<file path="src/verilog/osiris_pkg.sv">
package osiris_pkg;

    // ------------------------------------------------------------------------
    // Widths
    // ------------------------------------------------------------------------

    localparam int DATA_W = 32;  // Memory word width
    localparam int MEM_AW = 10;  // Word address, 1024 entries per memory

    // ------------------------------------------------------------------------
    // Host protocol bytes
    // ------------------------------------------------------------------------

    localparam logic [7:0] CMD_WRITE = 8'h57;  // 'W' then 4 addr + 4 data bytes
    localparam logic [7:0] CMD_READ  = 8'h52;  // 'R' then 4 addr bytes
    localparam logic [7:0] REPLY_ACK = 8'h4B;  // 'K' sent back after a write

    // ------------------------------------------------------------------------
    // Wishbone bundles
    // ------------------------------------------------------------------------

    // Master to slave
    typedef struct packed {
        logic              cyc;
        logic              stb;
        logic              we;
        logic [MEM_AW-1:0] adr;  // Word address
        logic [DATA_W-1:0] dat;  // Write data
    } wb_req_t;

    // Slave to master
    typedef struct packed {
        logic              ack;
        logic [DATA_W-1:0] dat;  // Read data, valid with ack
    } wb_rsp_t;

endpackage

</file>
<file path="src/verilog/mem_router.sv">
`timescale 1ns/1ps

module mem_router (
    input  logic                          select_mem_i,  // 0 instruction, 1 data memory
    input  osiris_pkg::wb_req_t           bridge_req_i,
    output osiris_pkg::wb_rsp_t           bridge_rsp_o,
    input  logic [osiris_pkg::MEM_AW-1:0] core_pc_i,
    input  logic [osiris_pkg::MEM_AW-1:0] core_daddr_i,
    input  logic                          core_dwe_i,
    input  logic [osiris_pkg::DATA_W-1:0] core_wdata_i,
    output logic [osiris_pkg::DATA_W-1:0] core_instr_o,
    output logic [osiris_pkg::DATA_W-1:0] core_rdata_o,
    output osiris_pkg::wb_req_t           imem_req_o,
    output osiris_pkg::wb_req_t           dmem_req_o,
    input  osiris_pkg::wb_rsp_t           imem_rsp_i,
    input  osiris_pkg::wb_rsp_t           dmem_rsp_i
);

    // Bridge owns a memory only during its own bus cycle
    wire bridge_imem = bridge_req_i.cyc && !select_mem_i;
    wire bridge_dmem = bridge_req_i.cyc && select_mem_i;

    always_comb begin
        // Fetch port, read only
        imem_req_o = bridge_imem ? bridge_req_i
                   : '{cyc: 1'b1, stb: 1'b1, we: 1'b0, adr: core_pc_i, dat: core_wdata_i};
        // Load/store port
        dmem_req_o = bridge_dmem ? bridge_req_i
                   : '{cyc: 1'b1, stb: 1'b1, we: core_dwe_i, adr: core_daddr_i,
                       dat: core_wdata_i};

        bridge_rsp_o.ack = bridge_req_i.cyc && (select_mem_i ? dmem_rsp_i.ack
                                                              : imem_rsp_i.ack);
        bridge_rsp_o.dat = select_mem_i ? dmem_rsp_i.dat : imem_rsp_i.dat;
    end

    assign core_instr_o = imem_rsp_i.dat;  // Always the fetch result
    assign core_rdata_o = dmem_rsp_i.dat;

    // Bridge ack only from the memory that currently carries the bridge cycle
    always_comb begin
        if (bridge_rsp_o.ack === 1'b1) begin
            a_ack_source: assert final (select_mem_i ? (dmem_req_o === bridge_req_i)
                                                     : (imem_req_o === bridge_req_i));
        end
    end

endmodule

</file>
<file path="config.mk">
export PLATFORM = sky130hd
export DESIGN_NAME = mem_router
export DESIGN_NICKNAME = d
export VERILOG_FILES = /design/src/verilog/osiris_pkg.sv /design/src/verilog/mem_router.sv
export SDC_FILE = /design/constraint.sdc
export NUM_CORES = 1
export LEC_CHECK = 0
export ABC_AREA = 1
export BUFFER_PORTS_ARGS = -buffer_cell sky130_fd_sc_hd__buf_2
export CAP_MARGIN = 25
export CORE_AREA = 2 2 137 139
export DETAILED_ROUTE_END_ITERATION = 7
export DIE_AREA = 0 0 139 141
export PLACE_DENSITY = 0.43
export SYNTH_ARGS = -nofsm -noshare
export SYNTH_HDL_FRONTEND = slang
export SYNTH_SLANG_ARGS = --single-unit
</file>
<file path="constraint.sdc">
create_clock -name vclk -period 1.05
set_input_delay 0.21 -clock vclk [all_inputs]
set_output_delay 0.21 -clock vclk [all_outputs]
set_load 0.05 [all_outputs]
</file>
Yosys cells after proc, flatten, opt, wreduce, memory -nomap -nowiden. Cells that the tools add are included.

Logic and storage cells: 8. Output and inout port bits: 187. Bits of input ports: 165. Register bits: 0.

Multiplexer cells: 4. Reduce and logical (&&, ||, !) cells: 4.

Operator list (count): $mux W45 (2); $mux W32 (1); $logic_and A1 B1 Y1 (3); $logic_not A1 Y1 (1); $mux W1 (1).

Depth between registers and ports, before layout.
Word-level depth: 3. Mapped depth: 6. Mapped depth without buffers: 4.

Least setup slack after synthesis. OpenSTA, ideal clock, no wires.

Kind: input to output. From: input port select_mem_i. To: output port imem_req_o[42] in the netlist's numbering. Stages on the path: 5. Required time: 0.840 ns. Data arrival time: 1.286 ns. Slack: -0.446 ns. Cell sequence: buf_6 -> inv_4 -> nand2_2 -> buf_4 -> nor2_1.

RTL lines: start, declared (line mem_router.sv:4) `input logic select_mem_i,`; end, declared (line mem_router.sv:13) `output osiris_pkg::wb_req_t imem_req_o,`.

==> results.yml <==
placed_design:
  detailedPlacementHpwl_um: 11500
  place_worst_setup_slack_ns: -0.4572
  finalWeightedCongestion: 0.7937
  buffer_ports.inserted: 350
drt:
  detailroute.via_count: 4197
  drc_errors: 0
  wl_met1_um: 6487
  wire_per_inst_um: 16.84
  met3RoutedLength_um: 1186
  drt_pass1_iterations: 4
  initial_drc_count: 90
  route.antenna.remaining_nets: 0
  met2_wirelength_um: 9135
  detail_route.vias_per_cell: 4.201
  top_layer: "met4"
  drt_wl_total_um: 16830
power_and_ir_drop:
  power_density_mw_per_mm2: 738.2
  power_frac_comb_pct: 100.0
  power.leakage_nw: 3.731
  share_seq_of_total_power_pct: 0
  report.power.total_w: 0.005432
  cell_internal_pwr_w: 0.002106
  power_frac_clock_pct: 0
  switching_share_pct: 61.24
  largest_vdd_supply_drop_v: 0.0003995
  switching_power_w: 0.003326
outcome:
  run_status: "finished with violations"
  violations: "setup timing"
grt:
  grt_max_degree: 23
  grt_pass1_wl_um: 23520
  grt_antenna_before_repair: 0
  first_global_vias: 4143
  global_route.usage.total_pct: 14.89
  overflow: 0
yosys:
  synth_top_family_by_area: "simple AND/OR/NAND/NOR gates"
  synth_cell_types: 12
  post_synth_instance_area_mm2: 0.002285
  netlist.top_cell.by_area: "nand2_1"
  synthAdderAreaFrac_pct: 0
  synth.mux.area_fraction_pct: 0
  synthSimpleGateAreaFrac_pct: 66.27
  syn_avg_cell_area_um2: 4.924
  synthXorXnorAreaFrac_pct: 0
  synth_top_area_share_pct: 43.87
  synth_compound_area_share_pct: 0
  yosysSeqAreaShare_pct: 0
  yosysWarningCount: 0
  gate_count_post_synth: 464
  synth.top_cells.by_area: "nand2_1, buf_4, nand3_1"
setup_path:
  worst_ep_arrival_time_ns: 1.06
  startpoint_type: "primary input"
  worstSetupEndpointType: "output pin"
  cp_max_fo: 21
  criticalPathCategory: "in -> out"
  required_ns: 0.84
finish:
  n_fill_cell: 1845
  num-clock-buffers: 0
  post_route_cells_drive_above_1_share_pct: 84.97
  register_area_um2: 0
  layout.sequential_cells: 0
  diodes: 0
  fin_nets: 932
  synthesis_to_layout_area_growth_pct: 222.1
timing:
  final_setup_violation_count: 121
  final.period_utilization_pct: 120.7
  unrepaired_setup_endpoints_after_global_routing: "yes"
  setup_ws_ns: -0.2169
  final_hold_viol_count: 0
  period_needed_ns: 1.267
  finalMaxSlewViolations: 0
  max_freq_mhz: 789.3
floorplan:
  chipHeight_um: 141
  rows: 50
  floorplan.core_area_mm2: 0.01827
  floorplan.initialDensity_pct: 12.51
  fp.dieArea_mm2: 0.01960
  floorplan.io_pins: 352
  dieWidth_um: 139
hold_path:
  timing.hold.worst.class: "in -> out"
  hold_path.startpoint: "imem_rsp_i[10]"
  hold-path-cell-count: 2
  whs_endpoint: "core_instr_o[10]"
job:
  max_cap_viol_count: 0
cts:
  cts_hold_buf: 0
## synthesized netlist by cell type
cell / number
buf_4: 81
nor2_1: 1
buf_2: 14
nand3_1: 79
nand2_2: 2
conb_1: 1
buf_8: 2
nand2_1: 267
buf_6: 4
inv_4: 1
inv_1: 2
nand3_2: 10
## worst max-delay path, stage by stage
cell     delay, ns
buf_12        0.13
buf_8         0.12
nand2_8       0.08
buf_12        0.16
nand2_1       0.11
nand2_4       0.09
buf_8         0.14
## what timing repair did
item,in CTS,in global routing
gates resized for setup,449,110
endpoints found under the hold margin,0,0
setup buffers,7,4
endpoints found under the setup margin,121,121
cloned,10,8
pin swaps,1,10
## metrics by stage
step	cell area, um2	TNS, ns	instances	utilization, %	hold WS (ns)
3_3_place_gp	4856	-40.72	972	26.58	0.7235
5_1_grt	7358	-22.19	999	40.28	0.7264
3_5_place_dp	4856	-42.11	972	26.58	0.7215
2_1_floorplan	3202	-1.975	465	-	0.5755
4_1_cts	6716	-17.76	989	36.77	0.7220
6_report	7358	-18.17	999	40.28	0.7213
## per-layer routing
| layer | vias up | GRT usage, % |
|---|---|---|
| met2 | 214 | 28.26 |
| met1 | 1989 | 18.62 |
| met3 | 2 | 2.310 |
| met5 | - | 0 |
| met4 | 0 | 0.6380 |
| li1 | 1992 | - |
## cell usage in the layout (no fill, tap or decap), drive strengths merged
| master | Yosys | routed |
|---|---|---|
| buf | 101 | 394 |
| clkbuf | 0 | 7 |
| clkinv | 0 | 1 |
| conb | 1 | 2 |
| inv | 3 | 2 |
| nand2 | 269 | 269 |
| nand3 | 89 | 89 |
| nor2 | 1 | 1 |
## area by class of cell
cell class | instances | area (um2) | share of cell area, %
repair buffers | 401 | 3943 | 53.58
multi-input cells | 361 | 3085 | 41.93
well taps | 234 | 292.8 | 3.979
inverters | 3 | 37.54 | 0.5101
## power by group through the flow
| stage | logic, W | registers, W | clock network [W] |
|---|---|---|---|
| global route | 0.00565 | 0 | 0 |
| floorplan | 0.00305 | 0 | 0 |
| CTS | 0.00514 | 0 | 0 |
| global placement | 0.00396 | 0 | 0 |
| finish | 0.00543 | 0 | 0 |
| detailed placement | 0.00396 | 0 | 0 |
## worst max-delay path by stage
stage / startpoint / end / cells after the start
CTS: select_mem_i / imem_req_o[42] / 7
global route: select_mem_i / dmem_req_o[36] / 7
detailed placement: select_mem_i / dmem_req_o[5] / 6
floorplan: select_mem_i / imem_req_o[43] / 5
finish: select_mem_i / dmem_req_o[36] / 7
global placement: select_mem_i / dmem_req_o[5] / 6
## cells by family after synthesis
logic type             Yosys count
AND/OR/NAND/NOR                359
buffers and inverters          104
other                            1
Power figures use the tool's default switching activity.
