**src/verilog/uart_tx.sv**
```systemverilog
`timescale 1ns/1ps

module uart_tx #(
    parameter int CLKS_PER_BIT = 434  // Clock cycles per serial bit
) (
    input  logic       clk,
    input  logic       rst_n_i,
    input  logic [7:0] tx_data_i,
    input  logic       tx_start_i,  // Accepted only while idle
    output logic       tx_o,
    output logic       tx_busy_o    // Covers start, data and stop bits
);

    localparam int CNT_W = $clog2(CLKS_PER_BIT);
    localparam logic [CNT_W-1:0] BIT_END = CNT_W'(CLKS_PER_BIT - 1);

    logic             busy_q;
    logic             line_q;   // Registered line, no glitches
    logic [CNT_W-1:0] cnt_q;    // Bit-period counter
    logic [3:0]       bit_q;    // 0 is the start bit, 9 the stop bit
    logic [8:0]       shift_q;  // Data bits then stop bit

    always_ff @(posedge clk) begin
        if (!rst_n_i) begin
            busy_q <= 1'b0;
            line_q <= 1'b1;
            cnt_q  <= '0;
            bit_q  <= '0;
        end else if (!busy_q) begin
            cnt_q <= '0;
            bit_q <= '0;
            if (tx_start_i) begin
                busy_q <= 1'b1;
                line_q <= 1'b0;  // Start bit
            end
        end else if (cnt_q == BIT_END) begin
            cnt_q <= '0;
            if (bit_q == 4'd9) begin
                busy_q <= 1'b0;  // End of stop bit, line already high
            end else begin
                line_q <= shift_q[0];
                bit_q  <= bit_q + 1'b1;
            end
        end else begin
            cnt_q <= cnt_q + 1'b1;
        end
    end

    // ------------------------------------------------------------------------
    // Shift register, ones fill in behind the stop bit
    // ------------------------------------------------------------------------
    always_ff @(posedge clk) begin
        if (!busy_q && tx_start_i) begin
            shift_q <= {1'b1, tx_data_i};
        end else if (busy_q && cnt_q == BIT_END) begin
            shift_q <= {1'b1, shift_q[8:1]};
        end
    end

    assign tx_o      = line_q;
    assign tx_busy_o = busy_q;

endmodule

```
**config.mk**
```make
export PLATFORM = sky130hd
export DESIGN_NAME = uart_tx
export DESIGN_NICKNAME = d
export VERILOG_FILES = /design/src/verilog/uart_tx.sv
export SDC_FILE = /design/constraint.sdc
export NUM_CORES = 1
export LEC_CHECK = 0
export ABC_AREA = 0
export BUFFER_PORTS_ARGS = -buffer_cell sky130_fd_sc_hd__buf_2
export CAP_MARGIN = 20
export CELL_PAD_IN_SITES_DETAIL_PLACEMENT = 0
export CELL_PAD_IN_SITES_GLOBAL_PLACEMENT = 1
export CORE_MARGIN = 4
export CORE_UTILIZATION = 44
export CTS_CLUSTER_SIZE = 28
export DETAILED_ROUTE_END_ITERATION = 12
export PLACE_DENSITY = 0.83
export REMOVE_ABC_BUFFERS = 1
export SYNTH_ARGS = -nofsm -noshare
export SYNTH_HDL_FRONTEND = slang
export SYNTH_SLANG_ARGS = --single-unit
```
**constraint.sdc**
```tcl
create_clock -name clk -period 1.91 [get_ports clk]
set_input_delay 0.0955 -clock clk [delete_from_list [all_inputs] [get_ports clk]]
set_output_delay 0.0955 -clock clk [all_outputs]
set_load 0.02 [all_outputs]
```
; ---- After elaboration in Yosys (flattened, before gate mapping)
; Index checks and enable logic that the tools add are counted.
[word_totals]
memories = 0
out_inout_bits = 2
register_bits = 23
latchBits = 0
word_cells = 33
romBits = 0
input_bits = 11
ramBits = 0
[op_classes]
shift = 0
mux = 10
magnitude_cmp = 0
multipliers = 0
add_sub_neg = 2
eq_ne = 4
n_bitwise = 3
n_reduce_logical = 9
div_mod_pow = 0
[op_table]
columns = cell, count
row1 = $mux 8, 2
row2 = $add 9x1->9 const B, 1
row3 = $eq 9x9->1 const B, 1
row4 = $mux 1, 8
row5 = $add 4x1->4 const B, 1
row6 = $eq 4x4->1 const B, 1
row7 = $reduce_and 2->1, 2
row8 = $reduce_bool 2->1, 2
row9 = $not 1->1, 3
row10 = $reduce_and 3->1, 1
row11 = $reduce_or 3->1, 1
row12 = $logic_and 1x1->1, 2
row13 = $ne 2x1->1 const B, 1
row14 = $ne 2x2->1 const B, 1
row15 = $logic_not 1->1, 1

; ---- Logic depth before layout (Yosys ltp)
[depth]
ltp_word = 4
mapped_depth = 7
mapped_depth_nobuf = 5

; ---- Worst setup path after synthesis
; No wires, ideal clock.
[synth_timing]
kind = register to register
startpoint = register cnt_q[1]
endpoint = register shift_q[0], enable pin
synth_period_minus_slack_ns = 1.676
setup_time_ns = 0.275
arrival_time_ns = 1.401
setup_slack_ns = 0.234
required_ns = 1.635
stages_incl_launch_ff = 8
path_buffers = 2
path_cell_list = dfxtp_1 -> inv_1 -> ha_1 -> and4b_1 -> buf_2 -> and2_1 -> buf_6 -> a21o_1
[synth_between]
elab_chain_len = 3
[synth_rtl]
columns = element, line_no
row1 = from (decl), 19  ; logic [CNT_W-1:0] cnt_q;
row2 = from (signal assigned), 45  ; cnt_q <= cnt_q + 1'b1;
row3 = $eq 9x9->1, 55  ; end else if (busy_q && cnt_q == BIT_END) begin
row4 = $logic_and 1x1->1, 55
row5 = $reduce_bool 2->1 (no source line), --
row6 = to (signal assigned), 54  ; shift_q <= {1'b1, tx_data_i};
row7 = to (signal assigned), 56  ; shift_q <= {1'b1, shift_q[8:1]};
row8 = to (decl), 21  ; logic [8:0] shift_q;
; No other way between the ends.
; A chain may end at the register's enable or synchronous reset.

; ---- Worst setup path after layout
[layout_timing]
startpoint = register cnt_q[0]
endpoint = register shift_q[0], enable pin
; The elaborated chain is that of the path after synthesis.

==> impl_metrics.tcl <==
set metrics [dict create \
    max_freq_ghz 0.583 \
    synth.avg_cell_area_um2 10.9 \
    n_fill_cell 244 \
    slowest_delay_ns 0.42 \
    cts_max_level 1 \
    crit_type "reg -> reg" \
    start_util_pct 46.5 \
    synth_most_common_cell "dfxtp_1" \
    layout-drive-gt1-share_pct 29.4 \
    power_frac_seq_pct 65.1 \
    drt-initial-drc-count 29 \
    grt_usage_pct 13.3 \
    power.density_mw_per_mm2 655 \
    setup_violations 0 \
    drt-pass1-iter-count 4 \
    root_buffer "clkbuf_4" \
    area_growth_pct 9.02 \
    antenna_found_initial 0 \
    internal_power_mw 0.637 \
    avgRoutedWirePerCell_um 13.7 \
    max_cap_violations 0 \
    vias 820 \
    synth_cell_types 39 \
    swShare_pct 22.6 \
    vdd_ir_drop_max_v 0.000444 \
    slowest_stage "dfxtp_1" \
    period_share_pct 89.8 \
    synth_common_cells "dfxtp_1, mux2_2, edfxtp_1" \
    grt_pass1_vias 825 \
    setup_tns_ns 0 \
    routed_via_density 5.50 \
    synth_enable_flop_cells 8 \
    final_area_mm2 0.00125 \
    worst_pin_slew_ns 0.342 \
    synth_top_cell_by_area "dfxtp_1" \
    drc 0 \
    grt_max_degree 14 \
    p_switching_mw 0.185 \
    fin_ws_ns 0.195 \
    async_flop_share_pct 0 \
    clkSinkCount 23 \
    yosys_warnings 0 \
    cp-start-kind "flip-flop" \
    slew_violations 0 \
    ys_ff_latch 23 \
    place_worst_setup_slack_ns 0.203 \
    power_frac_comb_pct 7.8 \
    postCtsSetupBuffers 0 \
    finalNonFillerCells 149 \
    path_clk_slew_ns 0.13 \
    relSlewSlack_pct 77.2 \
    status "complete, no violations" \
    clkPwrFrac_pct 27.1 \
    core_region_area_mm2 0.00248 \
    synth_top_cells_by_area "dfxtp_1, edfxtp_1, mux2_2" \
    clock_latency_ns 0.31 \
    critPathRequiredTime_ns 1.90 \
    cts_tree "built" \
    cts_max_path_buffers 2 \
    arrival_ns 1.71 \
    dp_cells 145 \
    place.gp.congestion 0.737 \
    port_buffers 12 \
    fin_crit_ns 1.72 \
    hold_class "in -> reg" \
    yosysSeqAreaShare_pct 47.0 \
    worstSetupEndpointType "flip-flop" \
    synth_top_area_share_pct 26.1 \
    num_rows 18 \
    rsz0062_at_grt "no" \
    finClkSkew_ns 0.00604 \
    finalNetCount 135 \
    ant_nets 0 \
    syn_area_mm2 0.00115 \
    hold_violations 0 \
    n_antenna_cell 0 \
    post_cts_resized 0 \
    grt_pass1_wl_um 3620 \
    die-area_mm2 0.00350 \
    die_h_um 59.2 \
    grt_overflow 0 \
    cts_made_buffers 3 \
    io-pin-count 13 \
    synth_cells 106 \
    wirelength_um 2040 \
    crit_chain "ha_1, and4b_1, and2_1, a21o_1" \
    hpwlAfterDp_um 1550 \
    synth_ff_type "dfxtp_1" \
    placed_cell_area_mm2 0.00123 \
    cts_hold_buf 0 \
    die_w_um 59.2 \
    leakagePower_nw 0.464 \
    worstPathMaxFanout 8 \
]
-- cells by family (layout without fill, tap and decap cells) --
group | Yosys count | in the layout | share of synthesized area [%]
AO/OA/AOI/OAI | 16 | 16 | 10.2
XOR/XNOR | 3 | 3 | 2.28
adder cells (fa/ha/maj) | 4 | 4 | 4.35
buffers and inverters | 12 | 25 | 5.76
flip-flops | 23 | 23 | 47.0
multiplexers | 10 | 10 | 9.78
AND/OR/NAND/NOR | 38 | 38 | 20.7
-- worst max-delay path, delay by kind of cell, from the launching register on --
| kind | cells | cell delay (ns) |
|---|---|---|
| AND/OR/NAND/NOR | 2 | 0.47 |
| flip-flops | 1 | 0.42 |
| AO/OA/AOI/OAI | 1 | 0.32 |
| adder cells (fa/ha/maj) | 1 | 0.19 |
-- power groups by stage --
stage / combinational (mW) / sequential, mW / clock, mW
after global placement: 0.0624 / 0.546 / 0
after floorplan: 0.0358 / 0.547 / 0
after detailed placement: 0.0647 / 0.546 / 0
final: 0.0644 / 0.535 / 0.223
after CTS: 0.0654 / 0.535 / 0.238
after global routing: 0.0714 / 0.538 / 0.254
-- registers in the layout, summed over array words and instances, names as in the netlist --
name       flops
bit_q          4
cnt_q          9
tx_o           1
tx_busy_o      1
shift_q        8
-- layout by cell type, fill, tap and decap left out, drive strengths merged, types with 2 or more instances in the layout --
master and instances:
buf 15, edfxtp 8, mux2 10, a31oi 4, nand4 3, inv 6, dfxtp 15, clkbuf 3
nand3 6, nor2 3, nand2 3, and3 3, nor3 6, nand2b 2, o21ai 3, xor2 2
or3 3, ha 4
-- per-layer routing --
metal	up-vias	share of wire, %	GRT usage (%)
li1	417	-	-
met1	380	49	18.9
met2	23	46	20.8
met3	0	5.5	1.96
met4	0	0	3.88
met5	-	0	0
-- final timing paths --
path              slack [ns]    endpoint  cells after the start         start
hold reg to reg         0.52    cnt_q[0]                      1      cnt_q[0]
setup / recovery        0.19  shift_q[0]                      4      cnt_q[0]
setup reg to reg        0.19  shift_q[0]                      4      cnt_q[0]
hold / removal          0.03  shift_q[7]                      2  tx_data_i[7]
-- stage by stage --
stage          utilization (%)  total power [mW]  hold WS, ns
5_1_grt                   50.7             0.864       0.0180
6_report                  50.7             0.822       0.0303
2_1_floorplan                -             0.583        0.234
3_3_place_gp              49.5             0.608        0.352
3_5_place_dp              49.5             0.611        0.356
4_1_cts                   50.7             0.839       0.0153
-- final cells by class --
type                    instances  area, µm²  share of cell area [%]
inverters                       6       22.5                    1.79
clock buffers                   3       22.5                    1.79
repair buffers                 15       82.6                    6.58
well taps                      30       37.5                    2.99
multi-input cells              71        544                    43.4
flip-flops and latches         23        541                    43.1
clock inverters                 1       5.00                   0.399
No activity file was read; power rests on OpenSTA's default activity.
