### src/verilog/uart_rx.sv
`timescale 1ns/1ps

module uart_rx #(
    parameter int CLKS_PER_BIT = 434  // Clock cycles per serial bit, at least 4
) (
    input  logic       clk,
    input  logic       rst_n_i,
    input  logic       start_rx_i,  // Receiver enable, line ignored while low
    input  logic       rx_i,        // Asynchronous serial input
    output logic [7:0] rx_data_o,
    output logic       rx_valid_o   // One-cycle pulse per good frame
);

    localparam int CNT_W = $clog2(CLKS_PER_BIT);
    localparam logic [CNT_W-1:0] BIT_END  = CNT_W'(CLKS_PER_BIT - 1);
    localparam logic [CNT_W-1:0] HALF_END = CNT_W'(CLKS_PER_BIT / 2 - 1);

    typedef enum logic [1:0] {RX_IDLE, RX_START, RX_DATA, RX_STOP} rx_state_t;

    rx_state_t        state_q;
    logic [2:0]       line_q;   // [0] meta, [1] synced, [2] previous synced
    logic [CNT_W-1:0] cnt_q;    // Position inside the current bit
    logic [2:0]       bit_q;    // Data bit index
    logic [7:0]       shift_q;  // Received byte, LSB arrives first
    logic             valid_q;

    wire rx_s       = line_q[1];
    wire start_edge = line_q[2] & ~line_q[1];  // High to low on the synced line

    // Two-flop synchronizer plus one more stage for edge detection
    always_ff @(posedge clk) begin
        if (!rst_n_i) begin
            line_q <= 3'b111;  // Idle line is high
        end else begin
            line_q <= {line_q[1:0], rx_i};
        end
    end

    always_ff @(posedge clk) begin
        if (!rst_n_i) begin
            state_q <= RX_IDLE;
            cnt_q   <= '0;
            bit_q   <= '0;
            valid_q <= 1'b0;
        end else begin
            valid_q <= 1'b0;
            case (state_q)
                RX_IDLE: begin
                    cnt_q <= '0;
                    if (start_rx_i && start_edge) state_q <= RX_START;
                end
                RX_START: begin
                    if (cnt_q == HALF_END) begin  // Midpoint of the start bit
                        cnt_q   <= '0;
                        bit_q   <= '0;
                        state_q <= rx_s ? RX_IDLE : RX_DATA;  // Glitch if high again
                    end else begin
                        cnt_q <= cnt_q + 1'b1;
                    end
                end
                RX_DATA: begin
                    if (cnt_q == BIT_END) begin
                        cnt_q <= '0;
                        bit_q <= bit_q + 1'b1;
                        if (bit_q == 3'd7) state_q <= RX_STOP;
                    end else begin
                        cnt_q <= cnt_q + 1'b1;
                    end
                end
                RX_STOP: begin
                    if (cnt_q == BIT_END) begin
                        valid_q <= rx_s;  // Framing error drops the byte
                        state_q <= RX_IDLE;
                    end else begin
                        cnt_q <= cnt_q + 1'b1;
                    end
                end
                default: state_q <= RX_IDLE;
            endcase
        end
    end

    // Sample data bits at their midpoints
    always_ff @(posedge clk) begin
        if (state_q == RX_DATA && cnt_q == BIT_END) shift_q <= {rx_s, shift_q[7:1]};
    end

    assign rx_data_o  = shift_q;
    assign rx_valid_o = valid_q;

    // A full frame separates two bytes
    a_valid_pulse: assert property (@(posedge clk) disable iff (!rst_n_i)
        rx_valid_o |=> !rx_valid_o);

endmodule

### config.mk
export PLATFORM = sky130hd
export DESIGN_NAME = uart_rx
export DESIGN_NICKNAME = d
export VERILOG_FILES = /design/src/verilog/uart_rx.sv
export SDC_FILE = /design/constraint.sdc
export NUM_CORES = 1
export LEC_CHECK = 0
export ABC_AREA = 0
export CORE_MARGIN = 4
export CORE_UTILIZATION = 64
export CTS_CLUSTER_SIZE = 30
export DETAILED_ROUTE_END_ITERATION = 16
export DONT_BUFFER_PORTS = 1
export GPL_TIMING_DRIVEN = 0
export HOLD_SLACK_MARGIN = 0.08
export PLACE_DENSITY = 0.86
export SLEW_MARGIN = 20
export SYNTH_ARGS = -nofsm -noshare
export SYNTH_HDL_FRONTEND = slang
export SYNTH_SLANG_ARGS = --single-unit
### constraint.sdc
create_clock -name clk -period 5.6 [get_ports clk]
set_input_delay 1.12 -clock clk [delete_from_list [all_inputs] [get_ports clk]]
set_output_delay 1.12 -clock clk [all_outputs]
set_load 0.05 [all_outputs]
### Yosys cells after proc, flatten, opt, wreduce, memory -nomap -nowiden

Cells that the tools add are included.

| word-level totals | value |
|---|---|
| memories kept | 0 |
| output and inout port bits | 9 |
| input bits | 4 |
| memory bits (writable) | 0 |
| register bits | 26 |
| memory bits (read-only) | 0 |
| bits in latches | 0 |
| word-level logic and storage cells | 43 |

| operators by class | value |
|---|---|
| reduce and logical (&&, ||, !) cells | 7 |
| muxes and demuxes | 14 |
| multiply operators | 0 |
| $add $sub $neg | 2 |
| order comparisons | 0 |
| bitwise operators | 2 |
| eq/ne operators | 12 |
| shift operators | 0 |
| div/mod/pow operators | 0 |

Operators by type and width:

| cell | number |
|---|---|
| one-hot mux 9 bit (4 select lines) | 1 |
| two-way mux 9 bit | 3 |
| two-way mux 2 bit | 6 |
| inequality test 2 bit (second input constant) | 6 |
| adder 9 x 1 -> 9 bit (second input constant) | 1 |
| == test 9 x 8 -> 1 bit (second input constant) | 1 |
| == test 9 bit (second input constant) | 1 |
| one-hot mux 2 bit (4 select lines) | 1 |
| two-way mux 3 bit | 2 |
| one-hot mux 3 bit (2 select lines) | 1 |
| AND reduction 3 bit | 2 |
| AND reduction 5 bit | 1 |
| == test 2 bit (second input constant) | 2 |
| adder 3 x 1 -> 3 bit (second input constant) | 1 |
| == test 3 bit (second input constant) | 1 |
| == test 2 x 1 -> 1 bit (second input constant) | 1 |
| logical AND 1 bit | 2 |
| zero test 2 bit | 1 |
| nonzero test 2 bit | 1 |
| AND 1 bit | 1 |
| inverter 1 bit | 1 |

### Longest topological paths before layout

| depth | value |
|---|---|
| word-level depth | 5 |
| depth in mapped cells | 6 |
| mapped depth without buffers | 6 |

### Worst setup path before layout

OpenSTA, ideal clock, no wires.

| timing | value |
|---|---|
| kind | reg-to-reg |
| start point | register cnt_q[0] |
| end point | register shift_q[0], in the netlist rx_data_o[0], enable pin |
| period minus slack after synthesis | 2.004 ns |
| path slack | 3.596 ns |
| cell stages (with the launch flop) | 5 |
| arrival time | 1.619 ns |
| data required time | 5.215 ns |
| library setup time | 0.385 ns |
| buffers on the path | 0 |
| path through | dfxtp_1 ha_1 and4_1 nand2_1 nor3b_1 |

| on the way | value |
|---|---|
| word-level cells in the longest chain between the ends | 2 |

Ends and longest elaborated chain:

| element | line | RTL |
|---|---|---|
| start: declaration | 22 | `logic [CNT_W-1:0] cnt_q;` |
| start signal: assignment | 58 | `cnt_q <= cnt_q + 1'b1;` |
| start signal: assignment | 67 | `cnt_q <= cnt_q + 1'b1;` |
| start signal: assignment | 75 | `cnt_q <= cnt_q + 1'b1;` |
| == test 9 bit | 85 | `if (state_q == RX_DATA && cnt_q == BIT_END) shift_q <= {rx_s, shift_q[7:1]};` |
| logical AND 1 bit | 85 |  |
| end signal: assignment | 85 |  |
| end: declaration | 24 | `logic [7:0] shift_q;` |

No other way between the ends.
A chain may end at the register's enable or synchronous reset.

### Worst setup path in the final report

| timing | value |
|---|---|
| start point | register shift_q[2], in the netlist rx_data_o[2] |
| end point | output rx_data_o[2] |

RTL lines:

| element | line | RTL |
|---|---|---|
| end: declaration | 10 | `output logic [7:0] rx_data_o,` |

No word-level cell between the ends.

==> metrics.md <==
| Metric | Value |
|---|---|
| Flops & latches, synth | `26` |
| P_leak | `0.415 nW` |
| Syn nets | `115` |
| # IOs | `13` |
| First-pass GRT wire length | `3820 um` |
| Die X | `50.2 um` |
| Dominant synthesized flop cell | `dfxtp_1` |
| Final setup vio count | `0` |
| Post-synth EDFFs | `8` |
| CP endpoint kind | `output port` |
| Highest clock rate | `between 400 and 500 MHz` |
| Maximum vdd ir drop | `0.000224 V` |
| CTS hold repair buffers | `0` |
| Total GRT Usage | `0.197` |
| H-tree depth | `1` |
| Post-DR wirelength/cell | `17.0 um` |
| Number of global-route vias before repair | `803` |
| TritonCTS clock tree | `done` |
| Psw | `61.8 uW` |
| Via count | `around 860` |
| Switching share of total power | `0.187` |
| Cts repair resizes | `0` |
| Synth warnings | `0` |
| Die H | `approximately 50 um` |
| Total internal power | `269 uW` |
| CP max FO | `2` |
| Clock share of power | `0.389` |
| Detailed-route DRC error count | `0` |
| Max Root-Sink Buffers | `2` |
| Core area | `1590 um2` |
| Final Max Tran Viols | `0` |
| CP Class | `flop to output port` |
| Clock net sink count | `26` |
| Filler cells | `109` |
| Fraction of layout cells with a size suffix above 1 | `0.109` |
| Hold Fails Final Rpt | `0` |
| CTS buffer count | `3` |
| Origin of the critical flop-to-flop path | `cnt_q[0]` |
| Net count reported at finish | `between 100 and 150` |
| DR WL met3 | `154 um` |
| Post-Syn Area | `about 1100 um2` |
| P&R area growth vs syn | `7.68%` |
| Startpoint Class | `flop` |
| Crit Reg-Reg Endpoint | `rx_data_o[3]` |
| WP data required | `4.48 ns` |
| MaxCap Viol Count | `0` |
| Met1 WL | `just over 900 um` |
| Logic pwr share | `0.022` |
| Sequential cell area fraction in the yosys report | `0.526` |
| Status | `finished, final reports clean` |
| Final hold slack | `0.443 ns` |
| Arrival time worst endpoint | `1.01 ns` |
| Post-route ant nets | `0` |
| P per Cell Area | `269 nW/um2` |
| Global placement routability congestion | `0.792` |
| Cells on worst reg2reg path | `4` |
| Reg power frac | `0.590` |
| Metal2 WL | `about 1100 um` |
| Min-delay src | `line_q[0]` |
| Worst-Skew Late Latency | `0.32 ns` |
| Setup TNS | `0 ns` |
| Worst Tran Pin Value | `0.637 ns` |
| Worst R2R Setup Slack | `3.47 ns` |
| Total congestion overflow | `0` |
| Setup Fix Bufs, Post-CTS | `0` |
| DRT Pass-1 Iters | `4` |
| Netlist cell types | `32` |
| Final WL | `2280 um` |
| Gate Count Post-Synth | `106` |
| Asr flop ratio synth | `0` |
| Top Layer Used | `met4` |
| Mean Syn Cell Area | `between 10 and 15 um2` |
| Final period utilization | `0.380` |
| Worst hold stages | `1` |
| # rows | `14` |
| CTS root buffer | `clkbuf_4` |
| N_diodes | `0` |
| Initial core utilization | `0.716` |
| Minimum clock period | `2.13 ns` |
| Largest net degree at the start of global routing | `16` |
| Slew HR | `0.573` |
| Initial antenna violation count | `0` |
| Unrepaired setup endpoints after global routing | `no` |
| First DRT Iteration DRCs | `38` |
| IO buf count | `0` |
| Die area | `between 2000 and 3000 um2` |
| Vias per cell | `6.43` |
| Clock transition at the registers of the reported paths | `0.14 ns` |
| Detailed placer's ending HPWL | `1590 um` |
| Final Skew | `0.00245 ns` |
| Hold crit path type | `flop to flop` |
| Hold endpoint | `line_q[1]` |
==> registers in the layout (all words and copies together), names as in the netlist, named ones only <==
signal      flops
cnt_q           9
rx_valid_o      1
rx_data_o       8
state_q         1
line_q          3
bit_q           3
==> metal layers <==
| metal | vias to the layer above | GRT usage |
|---|---|---|
| met4 | 0 | 0.106 |
| met1 | 407 | 0.253 |
| met5 | - | 0 |
| li1 | 399 | - |
| met2 | 41 | 0.315 |
| met3 | 14 | 0.0325 |
==> cell usage in the layout, fill, tap and decap left out, types with 2 or more instances in the layout <==
cell,count
dfxtp_1,18
nand2_1,13
edfxtp_1,8
nor2_1,6
xor2_1,5
ha_1,5
inv_1,4
nor3_1,4
nand3_1,4
o22ai_1,4
a21oi_1,4
nand4_1,3
nand2b_1,3
clkbuf_4,3
clkbuf_1,2
and4_1,2
a21boi_2,2
o21ai_0,2
nand4b_1,2
a311oi_1,2
==> synthesized netlist by cell type (2+ instances only) <==
cell | n | area, um2
and4_1 | 2 | 17.5
nor2_1 | 6 | 22.5
edfxtp_1 | 8 | 240
a21oi_1 | 4 | 20.0
dfxtp_1 | 18 | 360
nand2b_1 | 3 | 18.8
inv_1 | 4 | 15.0
nand3_1 | 4 | 20.0
nand4b_1 | 2 | 17.5
a21boi_2 | 2 | 22.5
ha_1 | 5 | 62.6
nor3_1 | 4 | 20.0
xor2_1 | 5 | 43.8
o21ai_0 | 2 | 10.0
nand4_1 | 3 | 18.8
a311oi_1 | 2 | 17.5
o22ai_1 | 4 | 25.0
clkbuf_1 | 2 | 7.51
nand2_1 | 13 | 48.8
==> how the worst max path moves through the flow <==
stage,from,end,cells after the start
CTS,cnt_q[0],rx_data_o[3],4
global route,cnt_q[0],rx_data_o[1],4
finish,rx_data_o[2],rx_data_o[2],0
detailed placement,cnt_q[0],rx_data_o[2],4
floorplan,cnt_q[0],rx_data_o[0],4
global placement,cnt_q[0],rx_data_o[0],4
==> logic make-up (layout without fill, tap and decap cells) <==
| logic type | count (synthesis) | count (layout) | synth area share |
|---|---|---|---|
| xor gates and xnor gates | 5 | 5 | 0.0384 |
| and+or+nand+nor | 45 | 45 | 0.239 |
| buffers and inverters | 7 | 11 | 0.0241 |
| AOI/OAI and AO/OA | 18 | 18 | 0.117 |
| adders and majority gates | 5 | 5 | 0.0548 |
| DFF | 26 | 26 | 0.526 |
==> power by group through the flow <==
| stage | clock network (mW) | logic [mW] | registers, mW |
|---|---|---|---|
| finish | 0.129 | 0.00718 | 0.195 |
| global route | 0.139 | 0.00818 | 0.195 |
| CTS | 0.128 | 0.00703 | 0.195 |
| detailed placement | 0 | 0.00693 | 0.199 |
| global placement | 0 | 0.00651 | 0.199 |
| floorplan | 0 | 0.00548 | 0.199 |
==> per-stage QoR <==
step           setup slack (ns)  std cells  power, mW  cell area, um2   util
2_1_floorplan              3.60        106      0.204            1140      -
3_3_place_gp               3.31        130      0.206            1170  0.735
3_5_place_dp               3.15        130      0.206            1170  0.735
4_1_cts                    3.11        134      0.330            1220  0.768
5_1_grt                    3.31        134      0.342            1230  0.771
6_report                   3.47        134      0.331            1230  0.771
==> area by class of cell <==
| cell class | count | area, um2 | share of cell area |
|---|---|---|---|
| Multi-Input combinational cell | 73 | 518 | 0.422 |
| Sequential cell | 26 | 601 | 0.489 |
| Clock inverter | 1 | 30.0 | 0.0244 |
| Inverter | 4 | 15.0 | 0.0122 |
| Tap cell | 24 | 30.0 | 0.0244 |
| Buffer | 3 | 12.5 | 0.0102 |
| Clock buffer | 3 | 22.5 | 0.0183 |
Note: power is estimated with default switching activity, not from simulation.
