File: src/verilog/osiris_pkg.sv
package osiris_pkg;

    // ------------------------------------------------------------------------
    // Widths
    // ------------------------------------------------------------------------

    localparam int DATA_W = 32;  // Memory word width
    localparam int MEM_AW = 10;  // Word address, 1024 entries per memory

    // ------------------------------------------------------------------------
    // Host protocol bytes
    // ------------------------------------------------------------------------

    localparam logic [7:0] CMD_WRITE = 8'h57;  // 'W' then 4 addr + 4 data bytes
    localparam logic [7:0] CMD_READ  = 8'h52;  // 'R' then 4 addr bytes
    localparam logic [7:0] REPLY_ACK = 8'h4B;  // 'K' sent back after a write

    // ------------------------------------------------------------------------
    // Wishbone bundles
    // ------------------------------------------------------------------------

    // Master to slave
    typedef struct packed {
        logic              cyc;
        logic              stb;
        logic              we;
        logic [MEM_AW-1:0] adr;  // Word address
        logic [DATA_W-1:0] dat;  // Write data
    } wb_req_t;

    // Slave to master
    typedef struct packed {
        logic              ack;
        logic [DATA_W-1:0] dat;  // Read data, valid with ack
    } wb_rsp_t;

endpackage

File: src/verilog/uart_wb_master.sv
`timescale 1ns/1ps

module uart_wb_master (
    input  logic                clk,
    input  logic                rst_n_i,
    input  logic [7:0]          rx_data_i,
    input  logic                rx_valid_i,
    input  logic                tx_busy_i,
    output logic [7:0]          tx_data_o,
    output logic                tx_start_o,
    output osiris_pkg::wb_req_t wb_req_o,
    input  osiris_pkg::wb_rsp_t wb_rsp_i
);

    import osiris_pkg::*;

    typedef enum logic [2:0] {ST_CMD, ST_ADDR, ST_DATA, ST_BUS, ST_REPLY} state_t;

    state_t            state_q;
    logic              is_write_q;  // Command of the frame in progress
    logic [1:0]        cnt_q;       // Byte counter, also bytes left in the reply
    logic [MEM_AW-1:0] addr_q;      // Low address bits only
    logic [DATA_W-1:0] data_q;      // Write data, then read word for the reply
    logic              cyc_q;       // cyc and stb move together
    logic              first_q;     // First cycle of a bus cycle
    logic              tx_start_q;
    logic [7:0]        tx_data_q;

    // Ack in the first bus cycle belongs to the core that owned the memory before
    wire bus_ack = cyc_q && !first_q && wb_rsp_i.ack;
    wire tx_ok   = !tx_busy_i && !tx_start_q;  // Busy rises one cycle after start

    always_ff @(posedge clk) begin
        if (!rst_n_i) begin
            state_q    <= ST_CMD;
            is_write_q <= 1'b0;
            cnt_q      <= '0;
            cyc_q      <= 1'b0;
            first_q    <= 1'b0;
            tx_start_q <= 1'b0;
        end else begin
            tx_start_q <= 1'b0;
            case (state_q)
                ST_CMD: begin
                    cnt_q <= '0;
                    if (rx_valid_i) begin
                        if (rx_data_i == CMD_WRITE) begin
                            is_write_q <= 1'b1;
                            state_q    <= ST_ADDR;
                        end else if (rx_data_i == CMD_READ) begin
                            is_write_q <= 1'b0;
                            state_q    <= ST_ADDR;
                        end  // Anything else is dropped
                    end
                end
                ST_ADDR: begin
                    if (rx_valid_i) begin
                        cnt_q <= cnt_q + 1'b1;
                        if (cnt_q == 2'd3) begin
                            if (is_write_q) begin
                                state_q <= ST_DATA;
                            end else begin
                                cyc_q   <= 1'b1;
                                first_q <= 1'b1;
                                state_q <= ST_BUS;
                            end
                        end
                    end
                end
                ST_DATA: begin
                    if (rx_valid_i) begin
                        cnt_q <= cnt_q + 1'b1;
                        if (cnt_q == 2'd3) begin
                            cyc_q   <= 1'b1;
                            first_q <= 1'b1;
                            state_q <= ST_BUS;
                        end
                    end
                end
                ST_BUS: begin
                    first_q <= 1'b0;
                    if (bus_ack) begin
                        cyc_q   <= 1'b0;
                        cnt_q   <= is_write_q ? 2'd0 : 2'd3;  // Reply length minus one
                        state_q <= ST_REPLY;
                    end
                end
                ST_REPLY: begin
                    if (tx_ok) begin
                        tx_start_q <= 1'b1;
                        cnt_q      <= cnt_q - 1'b1;
                        if (cnt_q == 2'd0) state_q <= ST_CMD;
                    end
                end
                default: state_q <= ST_CMD;
            endcase
        end
    end

    // Payload path, no reset needed
    always_ff @(posedge clk) begin
        if (rx_valid_i && state_q == ST_ADDR) begin
            addr_q <= MEM_AW'({addr_q, rx_data_i});  // MSB first, upper bits fall off
        end
        if (rx_valid_i && state_q == ST_DATA) begin
            data_q <= {data_q[DATA_W-9:0], rx_data_i};
        end else if (bus_ack && !is_write_q) begin
            data_q <= wb_rsp_i.dat;  // Capture read word
        end else if (state_q == ST_REPLY && tx_ok) begin
            data_q <= data_q << 8;  // Next byte to the top
        end
        if (state_q == ST_REPLY && tx_ok) begin
            tx_data_q <= is_write_q ? REPLY_ACK : data_q[DATA_W-1 -: 8];
        end
    end

    assign wb_req_o = '{cyc: cyc_q, stb: cyc_q, we: is_write_q, adr: addr_q, dat: data_q};
    assign tx_data_o  = tx_data_q;
    assign tx_start_o = tx_start_q;

    // Reply path back-pressure
    a_tx_no_overrun: assert property (@(posedge clk) disable iff (!rst_n_i)
        tx_start_o |-> !tx_busy_i);

    // Request held until acknowledged
    a_req_stable: assert property (@(posedge clk) disable iff (!rst_n_i)
        wb_req_o.stb && !wb_rsp_i.ack |=> $stable(wb_req_o));

endmodule

File: config.mk
export PLATFORM = sky130hd
export DESIGN_NAME = uart_wb_master
export DESIGN_NICKNAME = d
export VERILOG_FILES = /design/src/verilog/osiris_pkg.sv /design/src/verilog/uart_wb_master.sv
export SDC_FILE = /design/constraint.sdc
export NUM_CORES = 1
export LEC_CHECK = 0
export BUFFER_PORTS_ARGS = -buffer_cell sky130_fd_sc_hd__buf_4
export CAP_MARGIN = 40
export CORE_MARGIN = 1
export CORE_UTILIZATION = 49
export DETAILED_ROUTE_END_ITERATION = 16
export GPL_ROUTABILITY_DRIVEN = 0
export PLACE_DENSITY = 0.79
export SETUP_SLACK_MARGIN = 0.1
export SLEW_MARGIN = 20
export SYNTH_ARGS = -nofsm -noshare
export SYNTH_HDL_FRONTEND = slang
export SYNTH_SLANG_ARGS = --single-unit
export TNS_END_PERCENT = 5
File: constraint.sdc
create_clock -name clk -period 2.7 [get_ports clk]
set_input_delay 0.27 -clock clk [delete_from_list [all_inputs] [get_ports clk]]
set_output_delay 0.27 -clock clk [all_outputs]
set_load 0.02 [all_outputs]
Yosys cells after proc, flatten, opt, wreduce, memory -nomap -nowiden
Index checks and enable logic that the tools add are counted.
{"block": "totals", "ff_bits": 59, "in_bits": 45, "elab_cells": 84}
{"block": "classes", "addsub": 2, "eq_ne": 18, "n_mux": 31, "reduce_logical": 24}
{"op": "2-to-1 mux 32 bit", "n": 3}
{"op": "2-to-1 mux 3 bit", "n": 10}
{"op": "!= test 2 bit (second input constant)", "n": 9}
{"op": "equality test 8 x 7 -> 1 bit (second input constant)", "n": 2}
{"op": "case mux 3 bit (5 select lines)", "n": 1}
{"op": "2-to-1 mux 1 bit", "n": 10}
{"op": "AND reduction 9 bit", "n": 1}
{"op": "2-to-1 mux 2 bit", "n": 4}
{"op": "case mux 2 bit (4 select lines)", "n": 1}
{"op": "logical AND 1 bit", "n": 7}
{"op": "AND reduction 7 bit", "n": 1}
{"op": "equality test 3 x 2 -> 1 bit (second input constant)", "n": 2}
{"op": "case mux 1 bit (3 select lines)", "n": 2}
{"op": "AND reduction 6 bit", "n": 1}
{"op": "nonzero test 3 bit", "n": 2}
{"op": "logical NOT 1 bit", "n": 4}
{"op": "AND reduction 4 bit", "n": 1}
{"op": "nonzero test 4 bit", "n": 1}
{"op": "equality test 3 x 1 -> 1 bit (second input constant)", "n": 1}
{"op": "equality test 3 bit (second input constant)", "n": 1}
{"op": "logical NOT 3 bit", "n": 1}
{"op": "!= test 3 bit (second input constant)", "n": 1}
{"op": "AND reduction 3 bit", "n": 1}
{"op": "adder 2 x 1 -> 2 bit (second input constant)", "n": 1}
{"op": "7 further kinds", "n": 7}

Depth between registers and ports, before layout
{"block": "depth", "ltp_word": 6, "mapped_depth": 6, "mapped_depth_nobuf": 5}

Worst setup path before layout
No wires, ideal clock.
{"block": "synth_path", "path_type": "register -> register", "startpoint": "reg state_q[2]", "endpoint": "reg data_q[0] (enable)", "setup_time_ns": 0.388, "arrival_ns": 1.865, "path_slack_ns": 0.447, "stages_incl_launch_ff": 5, "synth_period_minus_slack_ns": 2.253, "cell_sequence": "dfxtp_1 > buf_2 > clkbuf_1 > and3_1 > a211o_1"}
{"block": "synth_via", "elab_chain_len": 3}
{"element": "start, declared", "line_no": "uart_wb_master.sv:19", "text": "state_t state_q;"}
{"element": "start signal, assigned", "line_no": "uart_wb_master.sv:35", "text": "state_q <= ST_CMD;"}
{"element": "start signal, assigned", "line_no": "uart_wb_master.sv:49", "text": "state_q <= ST_ADDR;"}
{"element": "start signal, assigned", "line_no": "uart_wb_master.sv:52", "text": "state_q <= ST_ADDR;"}
{"element": "equality test 3 x 2 -> 1 bit / equality test 3 bit (equally long branches)", "line_no": "uart_wb_master.sv:105, uart_wb_master.sv:109"}
{"element": "logical AND 1 bit (on tied branches)", "line_no": "uart_wb_master.sv:105, uart_wb_master.sv:109"}
{"element": "nonzero test 3 bit (no line) (*)"}
{"element": "end signal, assigned", "line_no": "uart_wb_master.sv:106", "text": "data_q <= {data_q[DATA_W-9:0], rx_data_i};"}
{"element": "end signal, assigned", "line_no": "uart_wb_master.sv:108", "text": "data_q <= wb_rsp_i.dat;"}
{"element": "end signal, assigned", "line_no": "uart_wb_master.sv:110", "text": "data_q <= data_q << 8;"}
{"element": "end, declared", "line_no": "uart_wb_master.sv:23", "text": "logic [DATA_W-1:0] data_q;"}
Mark *: on every way between the ends. The rest lies on a longest branch, timed or not.
A chain may end at the register's enable or synchronous reset.

Worst setup path after layout
{"block": "layout_path", "startpoint": "reg state_q[1]", "endpoint": "reg data_q[31] (data pin)"}
{"block": "layout_via", "elab_chain_len": 3}
{"element": "equality test 3 x 2 -> 1 bit", "line_no": "uart_wb_master.sv:105", "text": "if (rx_valid_i && state_q == ST_DATA) begin"}
{"element": "logical AND 1 bit", "line_no": "uart_wb_master.sv:105"}
{"element": "2-to-1 mux 32 bit", "line_no": "uart_wb_master.sv:105"}
No other way between the ends.

==> impl_metrics.env <==
export IMPL_clockBufferDepth=2
export IMPL_fillCellCount=373
export IMPL_relSlewSlack_pct=61.6
export IMPL_drv_cap=0
export IMPL_wl_per_cell_um=16.1
export IMPL_finalCriticalPeriod_ns=2.23
export IMPL_skew_ns=0.00838
export IMPL_setup_viol=0
export IMPL_ant_nets=0
export IMPL_leakage_nw=1.55
export IMPL_h_tree_depth=3
export IMPL_drc=0
export IMPL_cts_root_buf="clkbuf_8"
export IMPL_synth_cells=190
export IMPL_crit_start="state_q[1]"
export IMPL_start_util_pct=52.1
export IMPL_core_area_um2=5200
export IMPL_dpl_instance_area_um2=3510
export IMPL_synth_seq_area_share_pct=62.0
export IMPL_grt_max_degree=26
export IMPL_status="complete, no violations"
export IMPL_design_power_total_mw=1.79
export IMPL_die_x_um=76.4
export IMPL_areaGrowthSynthToFinish_pct=36.0
export IMPL_rows=26
export IMPL_clock_sinks=59
export IMPL_drt_vias_per_instance=5.44
export IMPL_min_from="rx_data_i[3]"
export IMPL_crit_required_ns=2.78
export IMPL_synthFlopType="edfxtp_1"
export IMPL_io_pins=99
export IMPL_synth_top_area_cell="edfxtp_1"
export IMPL_hold_depth=1
export IMPL_drt_iter0_markers=84
export IMPL_clock_latency_ns=0.33
export IMPL_post_cts_resized=0
export IMPL_grt_pass1_wl_um=9070
export IMPL_synth_top_area_share_pct=55.4
export IMPL_reg2reg_slack_ns=0.47
export IMPL_dp_hpwl_um=4370
export IMPL_period_share_pct=82.4
export IMPL_drive_above_1_share_pct=51.2
export IMPL_netlist_top_cells_area="edfxtp_1 (55%), mux2_4 (12%), dfxtp_1 (6.6%)"
export IMPL_overflow=0
export IMPL_hold_viol=0
export IMPL_synth_area_um2=2710
export IMPL_dr_pass1_iters=4
export IMPL_clk_pin_slew_ns=0.07
export IMPL_max_slew_worst_pin_slew_ns=0.575
export IMPL_async_reset_ff_share_pct=0
export IMPL_hold_class="primary input to register"
export IMPL_netlist_top_cells_count="edfxtp_1 (50), mux2_4 (21), dfxtp_1 (9)"
export IMPL_wirelength_um=5890
export IMPL_rsz0062_at_grt="false"
export IMPL_cts_buffers_inserted=9
export IMPL_nets=335
export IMPL_syn_avg_cell_area_um2=14.3
export IMPL_crit_arrival_ns=2.31
export IMPL_grt_pass1_vias=1900
export IMPL_vias=1984
export IMPL_finalInstanceArea_um2=3690
export IMPL_synth_net_count=235
export IMPL_port_buffers=98
export IMPL_reg2regPathDepth=5
export IMPL_slew_violations=0
export IMPL_pwr_density_cell_nw_per_um2=485
export IMPL_critPathKind="register to register"
export IMPL_cts_tree="done"
export IMPL_gr_usage_all_layers_pct=20.8
export IMPL_cts_hold_buf=0
export IMPL_cts_setup_buffers=0
export IMPL_vdd_drop_max_uv=352
export IMPL_synth_edf_count=50
export IMPL_crit_fanout=24
export IMPL_endpoint_kind="register"
export IMPL_rr_endpoint="data_q[31]"
export IMPL_whs_endpoint="addr_q[3]"
export IMPL_fmax_ghz=0.449
export IMPL_worst_hold_slack_ns=0.131
export IMPL_die_h_um=76.4
export IMPL_antenna_found_initial=0
export IMPL_yosys_cell_types_count=48
export IMPL_yosysMostFrequentCell="edfxtp_1"
export IMPL_start_kind="register"
export IMPL_yosys_warnings=0
export IMPL_antennaDiodeCount=0
export IMPL_synth_seq_cells=59
export IMPL_dieArea_um2=5840
export IMPL_timing_rr_start="state_q[1]"
export IMPL_fin_setup_tns_ns=0
## cells by family after synthesis
group / share of synthesized area (%)
buffers and inverters: 3.83
AO/OA/AOI/OAI: 8.99
multiplexers: 14.0
XOR/XNOR: 0.646
AND/OR/NAND/NOR: 10.5
flip-flops: 62.0
## metal layers
layer  wire, µm  GRT usage, %
met5          0             0
met4        121          11.2
met3        533          6.11
met2       2900          34.4
met1       2340          24.3
## cells in the final DEF, fill, tap and decap left out, types with 2 or more instances in the layout
| cell | count |
|---|---|
| nor2b_1 | 5 |
| a22o_1 | 8 |
| a21oi_1 | 6 |
| and2_1 | 2 |
| xnor2_1 | 2 |
| edfxtp_1 | 50 |
| and3_1 | 2 |
| nand2b_1 | 2 |
| nand3_1 | 2 |
| o21ai_0 | 7 |
| mux2_4 | 21 |
| mux2i_1 | 2 |
| clkbuf_8 | 9 |
| nand4_1 | 2 |
| or2_2 | 4 |
| clkinv_2 | 2 |
| nor2_1 | 7 |
| nor3_1 | 4 |
| a31oi_1 | 2 |
| clkinv_1 | 3 |
| mux2_2 | 4 |
| o21a_1 | 2 |
| buf_4 | 103 |
| o22ai_1 | 2 |
| nand2_1 | 7 |
| dfxtp_1 | 9 |
| nor4_1 | 2 |
| inv_1 | 2 |
## report_power, final
part / leakage [nW] / internal, mW / total [mW] / switching [mW]
clock: 0.0915 / 0.413 / 0.745 / 0.332
sequential: 0.522 / 0.976 / 0.976 / 0.000452
combinational: 0.940 / 0.0448 / 0.0679 / 0.0231
total: 1.55 / 1.43 / 1.79 / 0.356
## stage by stage
step | setup slack (ns) | instances | utilization [%]
after CTS | 0.487 | 365 | 70.9
final | 0.474 | 365 | 70.9
after global routing | 0.340 | 365 | 70.9
after global placement | 0.593 | 349 | 67.4
after floorplan | 0.447 | 190 | -
after detailed placement | 0.502 | 349 | 67.4
## worst max-delay path by stage
stage | endpoint | slack [ns] | depth (start not counted)
6_report | data_q[31] | 0.47 | 5
5_1_grt | data_q[13] | 0.34 | 5
4_1_cts | data_q[31] | 0.49 | 5
3_5_place_dp | data_q[31] | 0.50 | 5
3_3_place_gp | data_q[31] | 0.59 | 5
2_1_floorplan | data_q[0] | 0.45 | 4
## cell type report
cell class / count / area (µm²) / share of cell area [%]
flip-flops and latches: 59 / 1680 / 45.6
repair buffers: 104 / 793 / 21.5
multi-input cells: 113 / 933 / 25.3
clock buffers: 9 / 124 / 3.36
clock inverters: 7 / 58.8 / 1.59
inverters: 3 / 11.3 / 0.305
well taps: 70 / 87.6 / 2.37
## sequential cells by signal, indices dropped and copies added, names as in the netlist, 2 cells and up
register	cells
cnt_q	2
addr_q	10
data_q	32
tx_data_o	8
state_q	3
## worst max-delay path: stages, from the launching register on
cell	delay [ns]
dfxtp_1	0.56
inv_2	0.15
nor4b_2	0.35
or3_1	0.16
buf_4	0.36
mux2_2	0.38
Note: power is estimated with default switching activity, not from simulation.
